**src/logic/fabric_settings.svh**
```systemverilog
/*
 * bus widths, address map, sram depth and reset stretch length
 * for the single-master ahb-lite fabric
 */
`ifndef FABRIC_SETTINGS_SVH
`define FABRIC_SETTINGS_SVH

// bus widths
`define FABRIC_HADDR_W       32
`define FABRIC_HDATA_W       32

// slave hit when masked address equals base
`define FABRIC_SRAM_BASE     32'h2000_0000
`define FABRIC_SRAM_MASK     32'hE000_0000   // 512 MB window
`define FABRIC_TIMER_BASE    32'h4000_0400
`define FABRIC_TIMER_MASK    32'hFFFF_FFC0   // 64 byte window

// sram size in words
`define FABRIC_SRAM_DEPTH    512

// clocks from external release to bus release
`define FABRIC_RST_STRETCH   5

`endif

```
**src/logic/fabric_pkg.sv**
```systemverilog
/*
 * bus word types, ahb-lite transfer encodings
 * and timer register offsets
 */
`include "fabric_settings.svh"

package fabric_pkg;

   // bus words
   typedef logic [`FABRIC_HADDR_W-1:0] haddr_t;
   typedef logic [`FABRIC_HDATA_W-1:0] hdata_t;

   // htrans encoding
   typedef enum logic [1:0] {
      IDLE   = 2'b00,
      BUSY   = 2'b01,
      NONSEQ = 2'b10,
      SEQ    = 2'b11
   } htrans_t;

   typedef logic [2:0] hsize_t;
   localparam hsize_t HSIZE_WORD = 3'b010;   // only size the slaves accept

   // timer register map, byte offsets
   typedef enum logic [3:0] {
      TIMER_CTRL = 4'h0,   // bit 0 enable
      TIMER_CMP  = 4'h4,
      TIMER_CNT  = 4'h8,
      TIMER_STAT = 4'hC    // bit 0 match flag, w1c
   } timer_reg_t;

endpackage

```
**src/logic/ahb_timer.sv**
```systemverilog
/*
 * ahb-lite timer slave, one channel
 * ctrl, cmp, cnt and stat registers, match interrupt
 */
`timescale 1ns/1ns

module ahb_timer import fabric_pkg::*; (
   input  logic    hclk_i,
   input  logic    hreset_n_i,
   input  logic    sel_i,
   input  haddr_t  haddr_i,
   input  htrans_t htrans_i,
   input  hsize_t  hsize_i,
   input  logic    hwrite_i,
   input  hdata_t  hwdata_i,
   input  logic    hready_i,
   output hdata_t  hrdata_o,
   output logic    irq_o        // level, follows stat bit 0
);

   hdata_t     ctrl_q;
   hdata_t     cmp_q;
   hdata_t     cnt_q;
   logic       stat_q;
   timer_reg_t off_q;          // register of the data phase
   logic       wr_pend_q;
   logic       accept;
   logic       wr_fire;        // bus write this cycle
   logic       wrap;
   logic       stat_clr;

   assign accept   = sel_i && hready_i && (htrans_i == NONSEQ || htrans_i == SEQ);
   assign wr_fire  = wr_pend_q && hready_i;
   assign wrap     = ctrl_q[0] && (cnt_q >= cmp_q);   // compare reached
   assign stat_clr = wr_fire && off_q == TIMER_STAT && hwdata_i[0];

   ////////////////////////////////////////////////////////////////////////////
   // registers

   always_ff @(posedge hclk_i or negedge hreset_n_i) begin
      if (!hreset_n_i) begin
         ctrl_q    <= '0;
         cmp_q     <= '0;
         cnt_q     <= '0;
         stat_q    <= 1'b0;
         off_q     <= TIMER_CTRL;
         wr_pend_q <= 1'b0;
      end else begin
         if (hready_i) begin
            wr_pend_q <= accept && hwrite_i;
            if (accept) off_q <= timer_reg_t'(haddr_i[3:0]);
         end
         if (wrap)           cnt_q <= '0;
         else if (ctrl_q[0]) cnt_q <= cnt_q + 1'b1;   // one tick per clock
         if (wrap)          stat_q <= 1'b1;           // new match beats the clear
         else if (stat_clr) stat_q <= 1'b0;
         if (wr_fire) begin
            case (off_q)
               TIMER_CTRL: ctrl_q <= hwdata_i;
               TIMER_CMP:  cmp_q  <= hwdata_i;
               TIMER_CNT:  cnt_q  <= hwdata_i;        // bus wins over count
               default:    ;                          // stat handled above
            endcase
         end
      end
   end

   always_comb begin
      case (off_q)
         TIMER_CTRL: hrdata_o = ctrl_q;
         TIMER_CMP:  hrdata_o = cmp_q;
         TIMER_CNT:  hrdata_o = cnt_q;
         default:    hrdata_o = {{($bits(hdata_t)-1){1'b0}}, stat_q};
      endcase
   end

   assign irq_o = stat_q;

   // counter stays in range once running, after bus writes settle
   a_cnt_range: assert property (@(posedge hclk_i) disable iff (!hreset_n_i)
      ctrl_q[0] && $past(ctrl_q[0]) && !$past(wr_fire) |-> cnt_q <= cmp_q);

   a_word_only: assert property (@(posedge hclk_i) disable iff (!hreset_n_i)
      accept |-> hsize_i == HSIZE_WORD);

endmodule

```
**config.mk**
```make
export PLATFORM = sky130hd
export DESIGN_NAME = ahb_timer
export DESIGN_NICKNAME = d
export VERILOG_FILES = /design/src/logic/fabric_pkg.sv /design/src/logic/ahb_timer.sv
export VERILOG_INCLUDE_DIRS = /design/src /design/src/logic
export SDC_FILE = /design/constraint.sdc
export NUM_CORES = 1
export LEC_CHECK = 0
export BUFFER_PORTS_ARGS = -buffer_cell sky130_fd_sc_hd__buf_4
export CORE_MARGIN = 8
export CORE_UTILIZATION = 60
export DETAILED_ROUTE_END_ITERATION = 8
export HOLD_SLACK_MARGIN = 0.12
export PLACE_DENSITY = 0.94
export SLEW_MARGIN = 40
export SYNTH_ARGS = -nofsm -noshare
export SYNTH_HDL_FRONTEND = slang
export SYNTH_SLANG_ARGS = --single-unit
```
**constraint.sdc**
```tcl
create_clock -name hclk_i -period 6.6 [get_ports hclk_i]
set_clock_uncertainty 0.1 [all_clocks]
set_input_delay 1.32 -clock hclk_i [delete_from_list [all_inputs] [get_ports hclk_i]]
set_output_delay 1.32 -clock hclk_i [all_outputs]
set_load 0.02 [all_outputs]
```
## After elaboration in Yosys (flattened, before gate mapping)

Cells that the tools add are included.

- Register bits after elaboration: 102
- Output and inout port bits: 33
- Input port bits: 74

- Eq/ne operators: 5
- Reductions and logical operators: 13
- Magnitude comparators: 1
- Add/subtract/negate cells: 1
- Muxes and demuxes: 7

Operators by type and width:

| cell | count |
|---|---|
| 32-bit two-way mux | 4 |
| 32-bit case mux with 3 select lines | 1 |
| 32-bit by 1-bit adder with 32-bit output (second input constant) | 1 |
| 32-bit greater-or-equal comparator | 1 |
| 4-bit equality test (second input constant) | 2 |
| 1-bit logical AND | 7 |
| 2-bit AND reduction | 3 |
| 2-bit equality test (second input constant) | 2 |
| 4-bit by 3-bit equality test with 1-bit output (second input constant) | 1 |
| 4-bit zero test | 1 |
| 1-bit two-way mux | 2 |
| 2-bit nonzero test | 1 |
| 1-bit logical OR | 1 |

## Logic depth before layout (Yosys ltp)

- Depth after elaboration: 5
- Gate-level depth with buffers: 9
- Depth with buffers taken out: 8

## Least setup slack after synthesis

Ideal clock, no wire load.

- Path kind: flip-flop to output port
- Start: register off_q[3]
- End: output port hrdata_o[0]
- Cell stages (with the launch flop): 5
- Arrival time: 1,852 ps
- Path slack: 3,328 ps
- Path buffers: 2
- Cells stage by stage: dfrtp_1 buf_1 buf_1 o31ai_1 a211oi_1

- Cells in the longest elaborated chain, start to end: 2
- Elaborated cells on any way between the ends: 4
- Classes of those cells: eq/ne: 2; mux: 1; reduce/logical: 1

Ends and longest elaborated chain:

| item | RTL line | text |
|---|---|---|
| start, declared | ahb_timer.sv:25 | `timer_reg_t off_q;` |
| start signal, assigned | ahb_timer.sv:51 | `if (accept) off_q <= timer_reg_t'(haddr_i[3:0]);` |
| 4-bit equality test (tied with other cells) | ahb_timer.sv:69 | `case (off_q)` |
| 32-bit case mux with 3 select lines (*) | ahb_timer.sv:69 |  |
| end, declared | ahb_timer.sv:17 | `output hdata_t hrdata_o,` |

Every way passes the cells marked *; elsewhere a longest branch is shown, timed or not.

## Final worst setup path

- Start: register off_q[1]
- End: output port hrdata_o[0]

The elaborated chain is that of the path after synthesis.

==> results.cfg <==
[placement]
dp_slack_ns = 3.35
dp_hpwl_um = 9960
place_congestion = 0.875
place_area_um2 = 6710
io_buffers = 74
dp_cells = 797

[clocking]
post_cts_resized = 0
htreeDepth = 3
clk_root_buffer_cell = clkbuf_8
cts_buffers = 9
clockBufferDepth = 2
clk_latency_ns = 0.38
clk_pin_slew_worst_paths_ns = 0.09
cts_tree = done
cts.sinks = 102
cts_setup_buffers = 0
cts_hold_buffers = 0

[power]
power.leakage_nw = 3.20
power.total_mw = 2.43
cellPowerDensity_nw_per_um2 = 351
vdd_drop_max_uv = 197

[route]
avgRoutedWirePerCell_um = 18.0
vias_per_cell = 5.91
vias = 4802
dr.pass1.iters = 4
routed_wl_um = 14700
drc_errors = 0
drt-initial-drc-count = 354
ant_nets = 0

[grt]
grt_pass1_wl_um = 24500
grtUsageMet3_pct = 3.31
antenna_found_initial = 0
grt_max_degree = 65
track_usage_pct = 22.9
globalRouteOverflowTotal = 0
grt_util_met1_pct = 28.5
grt_pass1_vias = 5110
grt_use_met2_pct = 38.9
gr-max-usage-layer = met2

[logic_synthesis]
synth_top_family_by_area = multiplexers
synth_xor_area_share_pct = 4.34
ys.flop_type = dfrtp_1
syn-instance-count = 617
muxShareOfSynthArea_pct = 17.6
yosys.area.top_type = dfrtp_1
syn_nets = 724
syn_area_um2 = 6060
yosysUniqueCellTypes = 43
synth_top_area_share_pct = 42.1
synth-seq-area-share_pct = 42.1
synthSimpleGateAreaFrac_pct = 14.2
synthAdderAreaFrac_pct = 6.82
synth_area_leaders = dfrtp_1, mux2_2, ha_1
synth_enable_flop_cells = 0
yosysWarnings = 0
avgSynthCellArea_um2 = 9.82
async_flop_share_pct = 100
synth_compound_area_share_pct = 10.3
ys_ff_latch = 102

[timing]
max_freq_mhz = 274
fin_hold_ws_ns = 0.414
finalCriticalPeriod_ns = 3.65
tightest_slew_ns = 0.722
maxSlewViolCount = 0
fin_crit_sh_pct = 55.3
final_hold_viol_count = 0
setup_ws_ns = 2.95
relSlewSlack_pct = 51.9
rsz0062_at_grt = false
setup_viol_count_final = 0
setup_tns_ns = 0

[final_layout]
nNetsFinal = 782
final_util_pct = 70.7
layoutNonFillerInstCount = 813
drive_gt1_share_pct = 26.3
fin_area_um2 = 6910
diodes = 0
synthToLayoutAreaGrowth_pct = 14.1

[floorplanning]
start_util_pct = 62.0
die_h_um = 116
row_count = 36
dieWidth_um = 116
coreArea_um2 = 9770
die_area_um2 = 13600
io_pins = 107

[run]
max-cap-violations = 0

[critical_path]
slowest_delay_ns = 0.58
crit_type = reg2out
arrival_ns = 2.23
crit_chain = or2_2 > a2111oi_0 > a211oi_1 > buf_4
cp-start-kind = flip-flop
required_ns = 5.18
critPathMaxFanout = 33
critPathSlowestCell = or2_2
end_kind = output port

[run_status]
status = finished, final reports clean

[min_path]
hold_path_class = reg2reg
critical path: cells and delay by family (launching register included):
kind            cells  cell delay [ns]
simple gates        1             0.58
compound gates      2             0.68
buf+inv             1             0.19
flops               1             0.40
path summary, 6_finish.rpt:
check                                 startpoint                      to  slack [ns]  cells after the start
hold / removal             ctrl_q[3]$_DFFE_PN0P_   ctrl_q[3]$_DFFE_PN0P_        0.41                      1
setup / recovery            off_q[1]$_DFFE_PN0P_             hrdata_o[0]        2.95                      4
max in group asynchronous             hreset_n_i    off_q[3]$_DFFE_PN0P_        4.35                      2
hold reg to reg            ctrl_q[3]$_DFFE_PN0P_   ctrl_q[3]$_DFFE_PN0P_        0.41                      1
setup reg to reg             cnt_q[27]$_DFF_PN0_      cnt_q[5]$_DFF_PN0_        3.48                      8
min in group asynchronous             hreset_n_i  ctrl_q[15]$_DFFE_PN0P_        0.84                      1
state kept, by name, summed over array words and instances (netlist names):
name and cells:
off_q 4, cnt_q 32, wr_pend_q 1, cmp_q 32, irq_o 1, ctrl_q 32
cells in the final DEF, fill, tap and decap left out, types with 10 or more instances in the layout:
| master | instances |
|---|---|
| xnor2_1 | 13 |
| a21oi_1 | 43 |
| xor2_1 | 17 |
| ha_1 | 33 |
| nand4_1 | 17 |
| nand2_1 | 55 |
| o31ai_1 | 27 |
| buf_4 | 81 |
| mux2_2 | 66 |
| mux2i_1 | 32 |
| nor2_1 | 74 |
| inv_1 | 38 |
| clkbuf_8 | 11 |
| o21ai_0 | 10 |
| dfrtp_1 | 101 |
cells by family (layout without fill, tap and decap cells):
group	count (synthesis)	count (layout)
adder cells (fa/ha/maj)	33	33
multiplexers	98	98
AO/OA/AOI/OAI	97	97
XOR/XNOR	30	30
buffers and inverters	72	135
flip-flops	102	102
AND/OR/NAND/NOR	185	185
synth_stat cells, drive strengths merged (3+ instances only):
cell    count
o31ai      32
nor2       77
mux2       66
buf         6
and4        5
and3        3
clkbuf     28
o21ai      10
nand4      18
xnor2      13
nand2b      3
inv        38
dfrtp     102
nor3        4
mux2i      32
nand2      55
xor2       17
nand3       8
ha         33
a21oi      43
layer usage:
layer,vias to the layer above,wire [µm]
li1,2280,-
met1,2363,6360
met2,139,7170
met3,20,875
met4,0,255
met5,-,0
cell type report:
cell class                      instances  area (µm²)
Sequential cell                       102        2560
Tap cell                              133         166
Clock inverter                          4        45.0
Clock buffer                           12         155
Fill cell                             698        2860
Inverter                               38         143
Timing Repair Buffer                   81         608
Multi-Input combinational cell        443        3240
report_power, final:
group / internal (mW) / switching (mW)
clock network: 0.195 / 0.214
logic: 0.446 / 0.541
registers: 0.808 / 0.222
total: 1.45 / 0.977
Note: power is estimated with default switching activity, not from simulation.
