$ cat src/logic/fabric_settings.svh
/*
 * bus widths, address map, sram depth and reset stretch length
 * for the single-master ahb-lite fabric
 */
`ifndef FABRIC_SETTINGS_SVH
`define FABRIC_SETTINGS_SVH

// bus widths
`define FABRIC_HADDR_W       32
`define FABRIC_HDATA_W       32

// slave hit when masked address equals base
`define FABRIC_SRAM_BASE     32'h2000_0000
`define FABRIC_SRAM_MASK     32'hE000_0000   // 512 MB window
`define FABRIC_TIMER_BASE    32'h4000_0400
`define FABRIC_TIMER_MASK    32'hFFFF_FFC0   // 64 byte window

// sram size in words
`define FABRIC_SRAM_DEPTH    512

// clocks from external release to bus release
`define FABRIC_RST_STRETCH   5

`endif

$ cat src/logic/fabric_pkg.sv
/*
 * bus word types, ahb-lite transfer encodings
 * and timer register offsets
 */
`include "fabric_settings.svh"

package fabric_pkg;

   // bus words
   typedef logic [`FABRIC_HADDR_W-1:0] haddr_t;
   typedef logic [`FABRIC_HDATA_W-1:0] hdata_t;

   // htrans encoding
   typedef enum logic [1:0] {
      IDLE   = 2'b00,
      BUSY   = 2'b01,
      NONSEQ = 2'b10,
      SEQ    = 2'b11
   } htrans_t;

   typedef logic [2:0] hsize_t;
   localparam hsize_t HSIZE_WORD = 3'b010;   // only size the slaves accept

   // timer register map, byte offsets
   typedef enum logic [3:0] {
      TIMER_CTRL = 4'h0,   // bit 0 enable
      TIMER_CMP  = 4'h4,
      TIMER_CNT  = 4'h8,
      TIMER_STAT = 4'hC    // bit 0 match flag, w1c
   } timer_reg_t;

endpackage

$ cat src/logic/ahb_decoder.sv
/*
 * ahb-lite address decoder for one master
 * slave selects, data phase target, read mux, default error slave
 */
`timescale 1ns/1ns
`include "fabric_settings.svh"

module ahb_decoder import fabric_pkg::*; (
   input  logic    hclk_i,
   input  logic    hreset_n_i,
   input  haddr_t  haddr_i,        // address phase
   input  htrans_t htrans_i,
   input  hdata_t  sram_rdata_i,
   input  hdata_t  timer_rdata_i,
   output logic    sram_sel_o,     // address phase select levels
   output logic    timer_sel_o,
   output hdata_t  hrdata_o,       // to master
   output logic    hready_o,       // combined ready, also to slaves
   output logic    hresp_o
);

   typedef enum logic [1:0] {TGT_NONE, TGT_SRAM, TGT_TIMER, TGT_DEFAULT} target_t;

   target_t addr_tgt;       // slave hit by the address phase
   target_t data_tgt_q;     // slave owning the data phase
   logic    addr_accept;
   logic    err_first;      // error cycle 1, stall
   logic    err_second_q;   // error cycle 2, release

   ////////////////////////////////////////////////////////////////////////////
   // address phase

   assign sram_sel_o  = (haddr_i & `FABRIC_SRAM_MASK)  == `FABRIC_SRAM_BASE;
   assign timer_sel_o = (haddr_i & `FABRIC_TIMER_MASK) == `FABRIC_TIMER_BASE;

   always_comb begin
      if (sram_sel_o)       addr_tgt = TGT_SRAM;
      else if (timer_sel_o) addr_tgt = TGT_TIMER;
      else                  addr_tgt = TGT_DEFAULT;   // unmapped
   end

   assign addr_accept = hready_o && (htrans_i == NONSEQ || htrans_i == SEQ);

   ////////////////////////////////////////////////////////////////////////////
   // data phase and default slave

   always_ff @(posedge hclk_i or negedge hreset_n_i) begin
      if (!hreset_n_i) begin
         data_tgt_q   <= TGT_NONE;
         err_second_q <= 1'b0;
      end else begin
         err_second_q <= err_first;
         if (hready_o) begin                         // held during the stall
            data_tgt_q <= addr_accept ? addr_tgt : TGT_NONE;
         end
      end
   end

   assign err_first = (data_tgt_q == TGT_DEFAULT) && !err_second_q;
   assign hresp_o   = (data_tgt_q == TGT_DEFAULT);    // both error cycles
   assign hready_o  = hreset_n_i && !err_first;       // bus held while in reset

   always_comb begin
      case (data_tgt_q)
         TGT_SRAM:  hrdata_o = sram_rdata_i;
         TGT_TIMER: hrdata_o = timer_rdata_i;
         default:   hrdata_o = '0;
      endcase
   end

   // address map windows must not overlap
   a_sel_onehot: assert property (@(posedge hclk_i) disable iff (!hreset_n_i)
      $onehot0({sram_sel_o, timer_sel_o}));

   // after a clean data phase an error opens with its stall cycle
   a_resp_cause: assert property (@(posedge hclk_i) disable iff (!hreset_n_i)
      hresp_o && $past(hready_o && !hresp_o) |-> !hready_o);

endmodule

$ cat config.mk
export PLATFORM = sky130hd
export DESIGN_NAME = ahb_decoder
export DESIGN_NICKNAME = d
export VERILOG_FILES = /design/src/logic/fabric_pkg.sv /design/src/logic/ahb_decoder.sv
export VERILOG_INCLUDE_DIRS = /design/src /design/src/logic
export SDC_FILE = /design/constraint.sdc
export NUM_CORES = 1
export LEC_CHECK = 0
export ABC_AREA = 1
export BUFFER_PORTS_ARGS = -buffer_cell sky130_fd_sc_hd__buf_4
export CAP_MARGIN = 20
export CELL_PAD_IN_SITES_DETAIL_PLACEMENT = 0
export CELL_PAD_IN_SITES_GLOBAL_PLACEMENT = 2
export CORE_MARGIN = 1.5
export CORE_UTILIZATION = 11
export DETAILED_ROUTE_END_ITERATION = 10
export GPL_ROUTABILITY_DRIVEN = 0
export MAX_ROUTING_LAYER = met4
export PLACE_DENSITY = 0.85
export SKIP_CTS_REPAIR_TIMING = 1
export SLEW_MARGIN = 10
export SYNTH_ARGS = -nofsm -noshare
export SYNTH_HDL_FRONTEND = slang
export SYNTH_SLANG_ARGS = --single-unit
$ cat constraint.sdc
create_clock -name hclk_i -period 2 [get_ports hclk_i]
set_clock_uncertainty 0.05 [all_clocks]
set_input_delay 0.6 -clock hclk_i [delete_from_list [all_inputs] [get_ports hclk_i]]
set_output_delay 0.6 -clock hclk_i [all_outputs]
set_load 0.03 [all_outputs]
==> Word-level counts from Yosys, hierarchy flattened <==
Index checks and enable logic that the tools add are counted.
{ "totals": {"register_bits": 3, "in_bits": 100, "output_inout_bits": 36, "elab_cells": 19} }
{ "op_classes": {"eq_ne": 7, "mux": 4, "reduce_logical": 6} }
{ "ops": {"columns": ["op", "count"], "rows": [
  ["$pmux W32 S2", 1],
  ["$eq A26 B25 Y1 const B", 1],
  ["$eq A2 B2 Y1 const B", 4],
  ["$mux W2", 2],
  ["$eq A3 B1 Y1 const B", 1],
  ["$logic_and A1 B1 Y1", 3],
  ["$eq A2 B1 Y1 const B", 1],
  ["$logic_not A1 Y1", 2],
  ["$logic_or A1 B1 Y1", 1],
  ["$mux W1", 1]
]} }

==> Longest topological paths before layout <==
Gate-level depths: netlist (run 1).
{ "depth": {"ltp_word": 6, "ltp_mapped": 8, "depth_no_buf": 8} }

==> Worst setup path before layout (run 1) <==
No wires, ideal clock.
{ "synth_timing": {"kind": "register to output", "startpoint": "register data_tgt_q[0]", "endpoint": "output hrdata_o[29]", "t_arrival_ns": 1.438, "slack_ns": -0.088, "path_stages_with_launch": 5, "n_path_buf": 1, "cell_sequence": "dfrtp_1 > inv_1 > ha_1 > buf_2 > a21oi_1"} }
{ "synth_via": {"elab_chain_len": 2} }
{ "synth_rtl": {"columns": ["item", "line_no", "text"], "rows": [
  ["start, declared", "ahb_decoder.sv:25", "target_t data_tgt_q;"],
  ["start signal, assigned", "ahb_decoder.sv:54", "data_tgt_q <= addr_accept ? addr_tgt : TGT_NONE;"],
  ["$eq A2 B2 Y1 / $eq A2 B1 Y1 (equally long branches)", "ahb_decoder.sv:64", "case (data_tgt_q)"],
  ["$pmux W32 S2 (*)", "ahb_decoder.sv:64", null],
  ["end, declared", "ahb_decoder.sv:17", "output hdata_t hrdata_o,"]
]} }
Mark *: on every way between the ends. The rest lies on a longest branch, timed or not.

==> Worst setup path after layout (run 1) <==
{ "layout_timing": {"startpoint": "register data_tgt_q[1]", "endpoint": "output hrdata_o[15]"} }
Same word-level chain as after synthesis.

==> results of run 1 <==
report_power, final:
part           internal, mW  switching (mW)
clock network         0.136          0.0412
registers            0.0713          0.0111
logic                 0.513           0.577
cell families after synthesis:
| logic type | after synthesis | share of synthesized area, % |
|---|---|---|
| AO/OA/AOI/OAI | 34 | 30.5 |
| adder cells (fa/ha/maj) | 3 | 4.14 |
| buffers and inverters | 16 | 10.2 |
| flip-flops | 3 | 8.28 |
| AND/OR/NAND/NOR | 108 | 46.9 |
flip-flops by register name, indices dropped and copies added (netlist names):
register and count:
data_tgt_q 2, err_second_q 1
layout make-up:
| class | count | area, um2 |
|---|---|---|
| Fill cell | 857 | 5550 |
| Tap cell | 102 | 128 |
| Timing Repair Buffer | 138 | 1230 |
| Inverter | 7 | 26.3 |
| Sequential cell | 3 | 77.6 |
| Multi-Input combinational cell | 145 | 787 |
| Clock buffer | 4 | 45.0 |
worst min-delay path by stage:
stage	start	to	slack, ps	depth (start not counted)
after global placement	hreset_n_i	err_second_q	350	1
final	hreset_n_i	data_tgt_q[1]	120	1
after CTS	hreset_n_i	data_tgt_q[1]	120	1
after floorplan	hreset_n_i	data_tgt_q[0]	250	0
after global routing	hreset_n_i	data_tgt_q[1]	120	1
after detailed placement	hreset_n_i	err_second_q	350	1
layer usage:
layer	wire [um]	vias to the layer above	GRT usage [%]
li1	-	788	-
met1	1520	678	9.37
met2	2130	85	17.0
met3	404	6	1.62
met4	54	0	2.86
met5	0	-	-
cells in the final DEF, fill, tap and decap left out, types with 3 or more instances in the layout:
cell type / synthesis / layout
nand2_2: 2 / 3
nor2_1: 28 / 26
nand3_1: 3 / 3
buf_6: 3 / 32
nand4_1: 3 / 3
nand2_1: 70 / 69
clkbuf_8: 0 / 3
buf_4: 1 / 100
a21oi_2: 27 / 31
inv_1: 7 / 3
buf_12: 0 / 6
inv_2: 0 / 4
worst max-delay path, stage by stage (launching register included):
cell     delay [ps]
dfrtp_2         430
inv_2            90
ha_4            160
buf_12          150
nand2_1          70
a21oi_2         160
buf_6           150
stage by stage:
stage | hold slack [ps] | setup slack [ps] | total power [mW] | area (um2) | util [%]
2_1_floorplan | 254 | -88.0 | 0.618 | 907 | -
3_3_place_gp | 347 | 13.6 | 1.06 | 2050 | 26.2
3_5_place_dp | 349 | -1.55 | 1.06 | 2050 | 26.2
4_1_cts | 120 | -243 | 1.24 | 2100 | 26.8
5_1_grt | 122 | -158 | 1.44 | 2290 | 29.2
6_report | 120 | -81.4 | 1.35 | 2290 | 29.2
==> flow_summary.json, run 1 <==
{
  "worstPathArrival_ps": 1430,
  "violations": "negative setup slack",
  "ys_top_cells_by_area": "nand2_1 29%, a21oi_2 26%, nor2_1 12%, dfrtp_1 8.3%, ha_1 4.1%",
  "seq_area_frac_synth_pct": 8.28,
  "drive_gt1_share_pct": 62.6,
  "drv_cap": 0,
  "syn_inst": 164,
  "grt_pass1_vias": 1489,
  "viasPerCell": 3.90,
  "wl_um": 4100,
  "initial_core_util_pct": 11.6,
  "tritoncts": "yes",
  "fin_tns_setup_ps": -1610,
  "n_antenna_cell": 0,
  "final_nets": 401,
  "num_io_pins": 136,
  "synth_common_cells": "70 x nand2_1, 28 x nor2_1, 27 x a21oi_2, 7 x inv_1",
  "ir_drop_mv": 0.183,
  "clkTransAtPathRegs_ps": 30,
  "drc": 0,
  "antenna_found_initial": 0,
  "hold_class": "primary input to asynchronous set/reset pin",
  "power_density_nw_per_um2": 588,
  "cp.required_ps": 1350,
  "wire_per_inst_um": 10.3,
  "initialDrtViolationCount": 39,
  "clock_path_buffers": 2,
  "critPathLaunchType": "flop",
  "syn_area_per_cell_um2": 5.53,
  "finalCriticalPeriod_ps": 2080,
  "yosysUniqueCellTypes": 17,
  "cp_max_fo": 18,
  "core_area_um2": 7850,
  "reg2reg_slack_ps": 680,
  "grtUsageTotal_pct": 8.98,
  "path_class": "flop to output pin",
  "syn-num-nets": 267,
  "status": "complete, but fails checks",
  "cts-root-buf": "clkbuf_8",
  "grt_max_degree": 21,
  "ys_warn_count": 0,
  "area.growth.synth_to_final_pct": 153,
  "worst_skew_pair.late_latency_ps": 220,
  "synth_area_um2": 907,
  "drtPass1Iterations": 4,
  "synth.most_common_cell": "nand2_1",
  "slew_violations": 0,
  "period_share_pct": 104,
  "place_inst": 393,
  "critPathCaptureType": "output pin",
  "synth_flop_cell": "dfrtp_1",
  "tightestPinTransition_ps": 306,
  "layout_setup_ws_ps": -81.4,
  "rows": 32,
  "hold_viol_final": 0,
  "p_leak_nw": 1.04,
  "yosysTopAreaCell": "nand2_1",
  "max_freq_ghz": 0.480,
  "ant_nets": 0,
  "async_reset_ff_share_pct": 100,
  "reg2regPathDepth": 9,
  "layoutNonFillerInstCount": 399,
  "ys_ff_latch": 3,
  "finalSetupViolations": 32,
  "slew_headroom_pct": 79.4,
  "grt_pass1_wl_um": 6280,
  "netlist.area_leader.share_pct": 29.0,
  "crit_end": "hrdata_o[15]",
  "synth_edf_count": 0,
  "numCtsBuffers": 3,
  "r2r-start": "data_tgt_q[0]",
  "reg2reg_to": "data_tgt_q[0]",
  "die_w_um": 93.8,
  "die_area_um2": 8800,
  "dp_hpwl_um": 3270,
  "num_vias": 1557,
  "cts.sinks": 3,
  "die_h_um": 93.8,
  "critPathLaunch": "data_tgt_q[1]",
  "htreeDepth": 1,
  "rsz0062_at_grt": "true",
  "io_buffers": 128,
  "grt_remaining_overflow": 0
}
(Power assumes the default switching activity.)
==> inputs of run 2 (changes only) <==
--- a/config.mk
+++ b/config.mk
@@ -15,6 +15,7 @@
 export CORE_UTILIZATION = 11
 export DETAILED_ROUTE_END_ITERATION = 10
 export GPL_ROUTABILITY_DRIVEN = 0
+export HOLD_SLACK_MARGIN = 0.08
 export MAX_ROUTING_LAYER = met4
 export PLACE_DENSITY = 0.85
 export SKIP_CTS_REPAIR_TIMING = 1
==> constraint.sdc (replaced) <==
create_clock -name hclk_i -period 2 [get_ports hclk_i]
set_clock_uncertainty 0.05 [all_clocks]
set_input_delay 0.6 -clock hclk_i [delete_from_list [all_inputs] [get_ports hclk_i]]
set_output_delay 0.6 -clock hclk_i [all_outputs]
set_load 0.005 [all_outputs]
==> flow_summary.json, run 2 (same netlist as run 1, synthesis figures left out) <==
{
  "tritoncts": "yes",
  "tightestPinTransition_ps": 282,
  "max_freq_ghz": 0.493,
  "num_vias": 1517,
  "rows": 32,
  "cts-root-buf": "clkbuf_8",
  "worst_skew_pair.late_latency_ps": 210,
  "initial_core_util_pct": 11.6,
  "crit_slowest_cell": "dfrtp_2",
  "p_leak_nw": 1.02,
  "die_area_um2": 8800,
  "wire_per_inst_um": 10.1,
  "slew_violations": 0,
  "power_density_nw_per_um2": 495,
  "htreeDepth": 1,
  "hold_slack_ps": 126,
  "drv_cap": 0,
  "layout_common_cells": "130 x buf_4, 66 x nand2_1, 31 x a21oi_2",
  "path_delay_family": "flip-flops",
  "pre_cts_ws_ps": 54.4,
  "regMostFlops": "data_tgt_q",
  "layout_setup_ws_ps": -28.1,
  "numCtsBuffers": 3,
  "largest_register_ffs": 2,
  "grtUsageTotal_pct": 8.66,
  "antenna_found_initial": 0,
  "finalSetupViolations": 15,
  "finalCriticalPeriod_ps": 2030,
  "crit_chain": "inv_2 -> ha_4 -> buf_12 -> nand2_1 -> a21oi_2 -> buf_4",
  "core_area_um2": 7850,
  "critPathLaunchType": "flop",
  "stdcell_area_um2": 2190,
  "grt_pass1_wl_um": 6090,
  "initialDrtViolationCount": 13,
  "grt_remaining_overflow": 0,
  "io_buffers": 128,
  "area.growth.synth_to_final_pct": 141,
  "layoutNonFillerInstCount": 399,
  "cts.sinks": 3,
  "hold_class": "primary input to asynchronous set/reset pin",
  "critPathBufInv": 3,
  "dp_hpwl_um": 3330,
  "die_w_um": 93.8,
  "fin_total_pwr_mw": 1.08,
  "reg_top3": "data_tgt_q x2, err_second_q x1",
  "place_inst": 393,
  "worstPathArrival_ps": 1380,
  "drive_gt1_share_pct": 63.0,
  "grt_max_degree": 19,
  "n_antenna_cell": 0,
  "wl_um": 4040,
  "cp.required_ps": 1350,
  "final_nets": 401,
  "ir_drop_mv": 0.110,
  "drc": 0,
  "die_h_um": 93.8,
  "status": "complete, but fails checks",
  "num_io_pins": 136,
  "drtPass1Iterations": 4,
  "mostFrequentLayoutCell": "buf_4",
  "clkTransAtPathRegs_ps": 30,
  "period_share_pct": 101,
  "max_stage_delay_ps": 420,
  "place_area_um2": 2040,
  "viasPerCell": 3.80,
  "slew_headroom_pct": 81.0,
  "critPathCaptureType": "output pin",
  "ant_nets": 0,
  "violations": "negative setup slack",
  "hold_viol_final": 0,
  "cp_max_fo": 18,
  "path_class": "flop to output pin",
  "clock_path_buffers": 2,
  "grt_pass1_vias": 1464,
  "rsz0062_at_grt": "true"
}
==> run 2: cell type report <==
class | instances | area (um2)
Fill cell | 876 | 5660
Sequential cell | 3 | 77.6
Inverter | 7 | 26.3
Multi-Input combinational cell | 145 | 790
Clock buffer | 4 | 45.0
Tap cell | 102 | 128
Timing Repair Buffer | 138 | 1120
==> run 2: power by group <==
part           internal [mW]  leakage (nW)  total [mW]  switching [mW]
Sequential            0.0713        0.0357      0.0826          0.0112
Combinational          0.456         0.960       0.828           0.371
Clock                  0.136        0.0228       0.173          0.0371
Total                  0.663          1.02        1.08           0.420
==> run 2: routing by layer <==
| metal | part of all wire, % | wire (um) | track usage (%) | up-vias |
|---|---|---|---|---|
| met5 | 0 | 0 | - | - |
| met4 | 1.5 | 59 | 2.74 | 0 |
| met3 | 10 | 410 | 1.13 | 6 |
| met2 | 49 | 1970 | 16.4 | 86 |
| met1 | 40 | 1610 | 9.24 | 635 |
| li1 | - | - | - | 790 |
==> run 2: worst register-to-register path: cells and delay by family (launching register included) <==
kind | cells | cell delay [ps]
flops | 1 | 390
buf+inv | 4 | 270
fa+ha+maj | 1 | 180
simple gates | 3 | 170
compound gates | 1 | 140
==> run 2: worst paths after layout <==
path,from,end,slack [ps],cells after the start
min,hreset_n_i,data_tgt_q[0],130,1
min in group hclk_i,err_second_q,err_second_q,400,1
max in group asynchronous,hreset_n_i,data_tgt_q[1],1660,1
max reg2reg,data_tgt_q[0],data_tgt_q[0],670,9
max,data_tgt_q[0],hrdata_o[15],-30,6
min reg2reg,err_second_q,err_second_q,400,1
==> run 2: stage by stage <==
stage               setup TNS, ps  utilization (%)
finish                       -158             27.9
global route                -2470             27.9
CTS                         -4180             26.6
detailed placement              0             26.0
global placement                0             26.0
floorplan                       0                -
==> inputs of run 3 (changes only) <==
--- a/config.mk
+++ b/config.mk
@@ -13,6 +13,7 @@
 export CELL_PAD_IN_SITES_GLOBAL_PLACEMENT = 2
 export CORE_MARGIN = 1.5
 export CORE_UTILIZATION = 11
+export CTS_BUF_LIST = sky130_fd_sc_hd__clkbuf_4
 export DETAILED_ROUTE_END_ITERATION = 10
 export GPL_ROUTABILITY_DRIVEN = 0
 export HOLD_SLACK_MARGIN = 0.08
==> flow_summary.json, run 3 (same netlist as run 1, synthesis figures left out) <==
{
  "num_vias": 1510,
  "tritoncts": "yes",
  "die_w_um": 93.8,
  "die_h_um": 93.8,
  "drc": 0,
  "reg_top3": "data_tgt_q x2, err_second_q x1",
  "worst_skew_pair.late_latency_ps": 220,
  "viasPerCell": 3.78,
  "rsz0062_at_grt": "true",
  "ant_nets": 0,
  "swShare_pct": 39.9,
  "ir_drop_mv": 0.115,
  "initial_core_util_pct": 11.6,
  "slew_violations": 0,
  "wire_per_inst_um": 10.1,
  "period_share_pct": 102,
  "n_antenna_cell": 0,
  "internal_power_uw": 616,
  "pre_cts_ws_ps": 54.4,
  "initialDrtViolationCount": 19,
  "hold_viol_final": 0,
  "area.growth.synth_to_final_pct": 140,
  "clkTransAtPathRegs_ps": 30,
  "crit_chain": "inv_2 -> ha_4 -> buf_12 -> nand2_1 -> a21oi_2 -> buf_4",
  "slew_headroom_pct": 81.0,
  "regMostFlops": "data_tgt_q",
  "antenna_found_initial": 0,
  "layout_setup_ws_ps": -39.6,
  "clock_path_buffers": 2,
  "wl_um": 4020,
  "cts-root-buf": "clkbuf_4",
  "numCtsBuffers": 3,
  "hold_class": "primary input to asynchronous set/reset pin",
  "largest_register_ffs": 2,
  "drive_gt1_share_pct": 63.3,
  "critPathLaunchType": "flop",
  "grtUsageTotal_pct": 8.61,
  "max_freq_ghz": 0.490,
  "drv_cap": 0,
  "power_density_nw_per_um2": 471,
  "rows": 32,
  "crit_slowest_cell": "dfrtp_2",
  "worstPathArrival_ps": 1390,
  "die_area_um2": 8800,
  "num_io_pins": 136,
  "layout_common_cells": "130 x buf_4, 66 x nand2_1, 31 x a21oi_2",
  "power_frac_comb_pct": 80.8,
  "nFillCells": 877,
  "grt_pass1_wl_um": 6080,
  "final_nets": 401,
  "grt_pass1_vias": 1466,
  "status": "complete, but fails checks",
  "mostFrequentLayoutCell": "buf_4",
  "multiInputGateArea_um2": 790,
  "finalSetupViolations": 25,
  "drtPass1Iterations": 4,
  "core_area_um2": 7850,
  "critPathCaptureType": "output pin",
  "r2r-start": "data_tgt_q[0]",
  "violations": "negative setup slack",
  "grt_remaining_overflow": 0,
  "clock_power_share_pct": 11.1,
  "max_stage_delay_ps": 420,
  "power_switching_uw": 409,
  "path_class": "flop to output pin",
  "register_area_um2": 77.6,
  "cp_max_fo": 18,
  "critPathLaunch": "data_tgt_q[0]",
  "io_buffers": 128,
  "dp_hpwl_um": 3330,
  "finalCriticalPeriod_ps": 2040,
  "grt_max_degree": 19,
  "htreeDepth": 1,
  "p_leak_nw": 1.01,
  "tightestPinTransition_ps": 282,
  "cts.sinks": 3,
  "seq_power_share_pct": 8.1,
  "fin_total_pwr_mw": 1.02,
  "cp.required_ps": 1350
}
[run 3: metrics by stage]
stage / util (%) / hold slack, ps / cells / TNS (ps) / cell area [um2]
2_1_floorplan: - / 254 / 164 / 0 / 907
3_3_place_gp: 26.0 / 347 / 393 / 0 / 2040
3_5_place_dp: 26.0 / 349 / 393 / 0 / 2040
4_1_cts: 26.4 / 109 / 397 / -4620 / 2070
5_1_grt: 27.7 / 97.6 / 399 / -3290 / 2170
6_report: 27.7 / 114 / 399 / -408 / 2170
[run 3: final timing paths]
check	end	slack [ps]	cells past startpoint
worst max-delay path	hrdata_o[15]	-40	6
worst min-delay path	err_second_q	110	1
worst max register to register	data_tgt_q[0]	670	9
worst min register to register	err_second_q	400	1
max in group asynchronous	data_tgt_q[1]	1670	1
min in group hclk_i	err_second_q	400	1
[run 3: per-layer routing]
| metal | vias up | GRT usage (%) | wire length [um] |
|---|---|---|---|
| li1 | 790 | - | - |
| met1 | 633 | 9.24 | 1600 |
| met2 | 83 | 16.4 | 1970 |
| met3 | 4 | 1.13 | 404 |
| met4 | 0 | 2.36 | 46 |
| met5 | - | - | 0 |
[run 3: power groups by stage]
stage / clock [mW] / combinational [mW] / sequential, mW
finish: 0.114 / 0.828 / 0.0825
CTS: 0.118 / 0.775 / 0.0785
floorplan: 0 / 0.346 / 0.0770
global placement: 0 / 0.772 / 0.0794
global route: 0.132 / 0.906 / 0.0840
detailed placement: 0 / 0.774 / 0.0792
[run 3: worst max-delay path, delay by kind of cell (launching register included)]
| kind | cells | cell delay (ps) |
|---|---|---|
| flops | 1 | 420 |
| buf+inv | 3 | 350 |
| fa+ha+maj | 1 | 180 |
| compound gates | 1 | 120 |
| simple gates | 1 | 70 |
[run 3: cell type report]
type	instances	area share, %
clock buffers	4	1.38
inverters	7	1.21
multi-input cells	145	36.3
flip-flops and latches	3	3.57
well taps	102	5.87
repair buffers	138	51.7
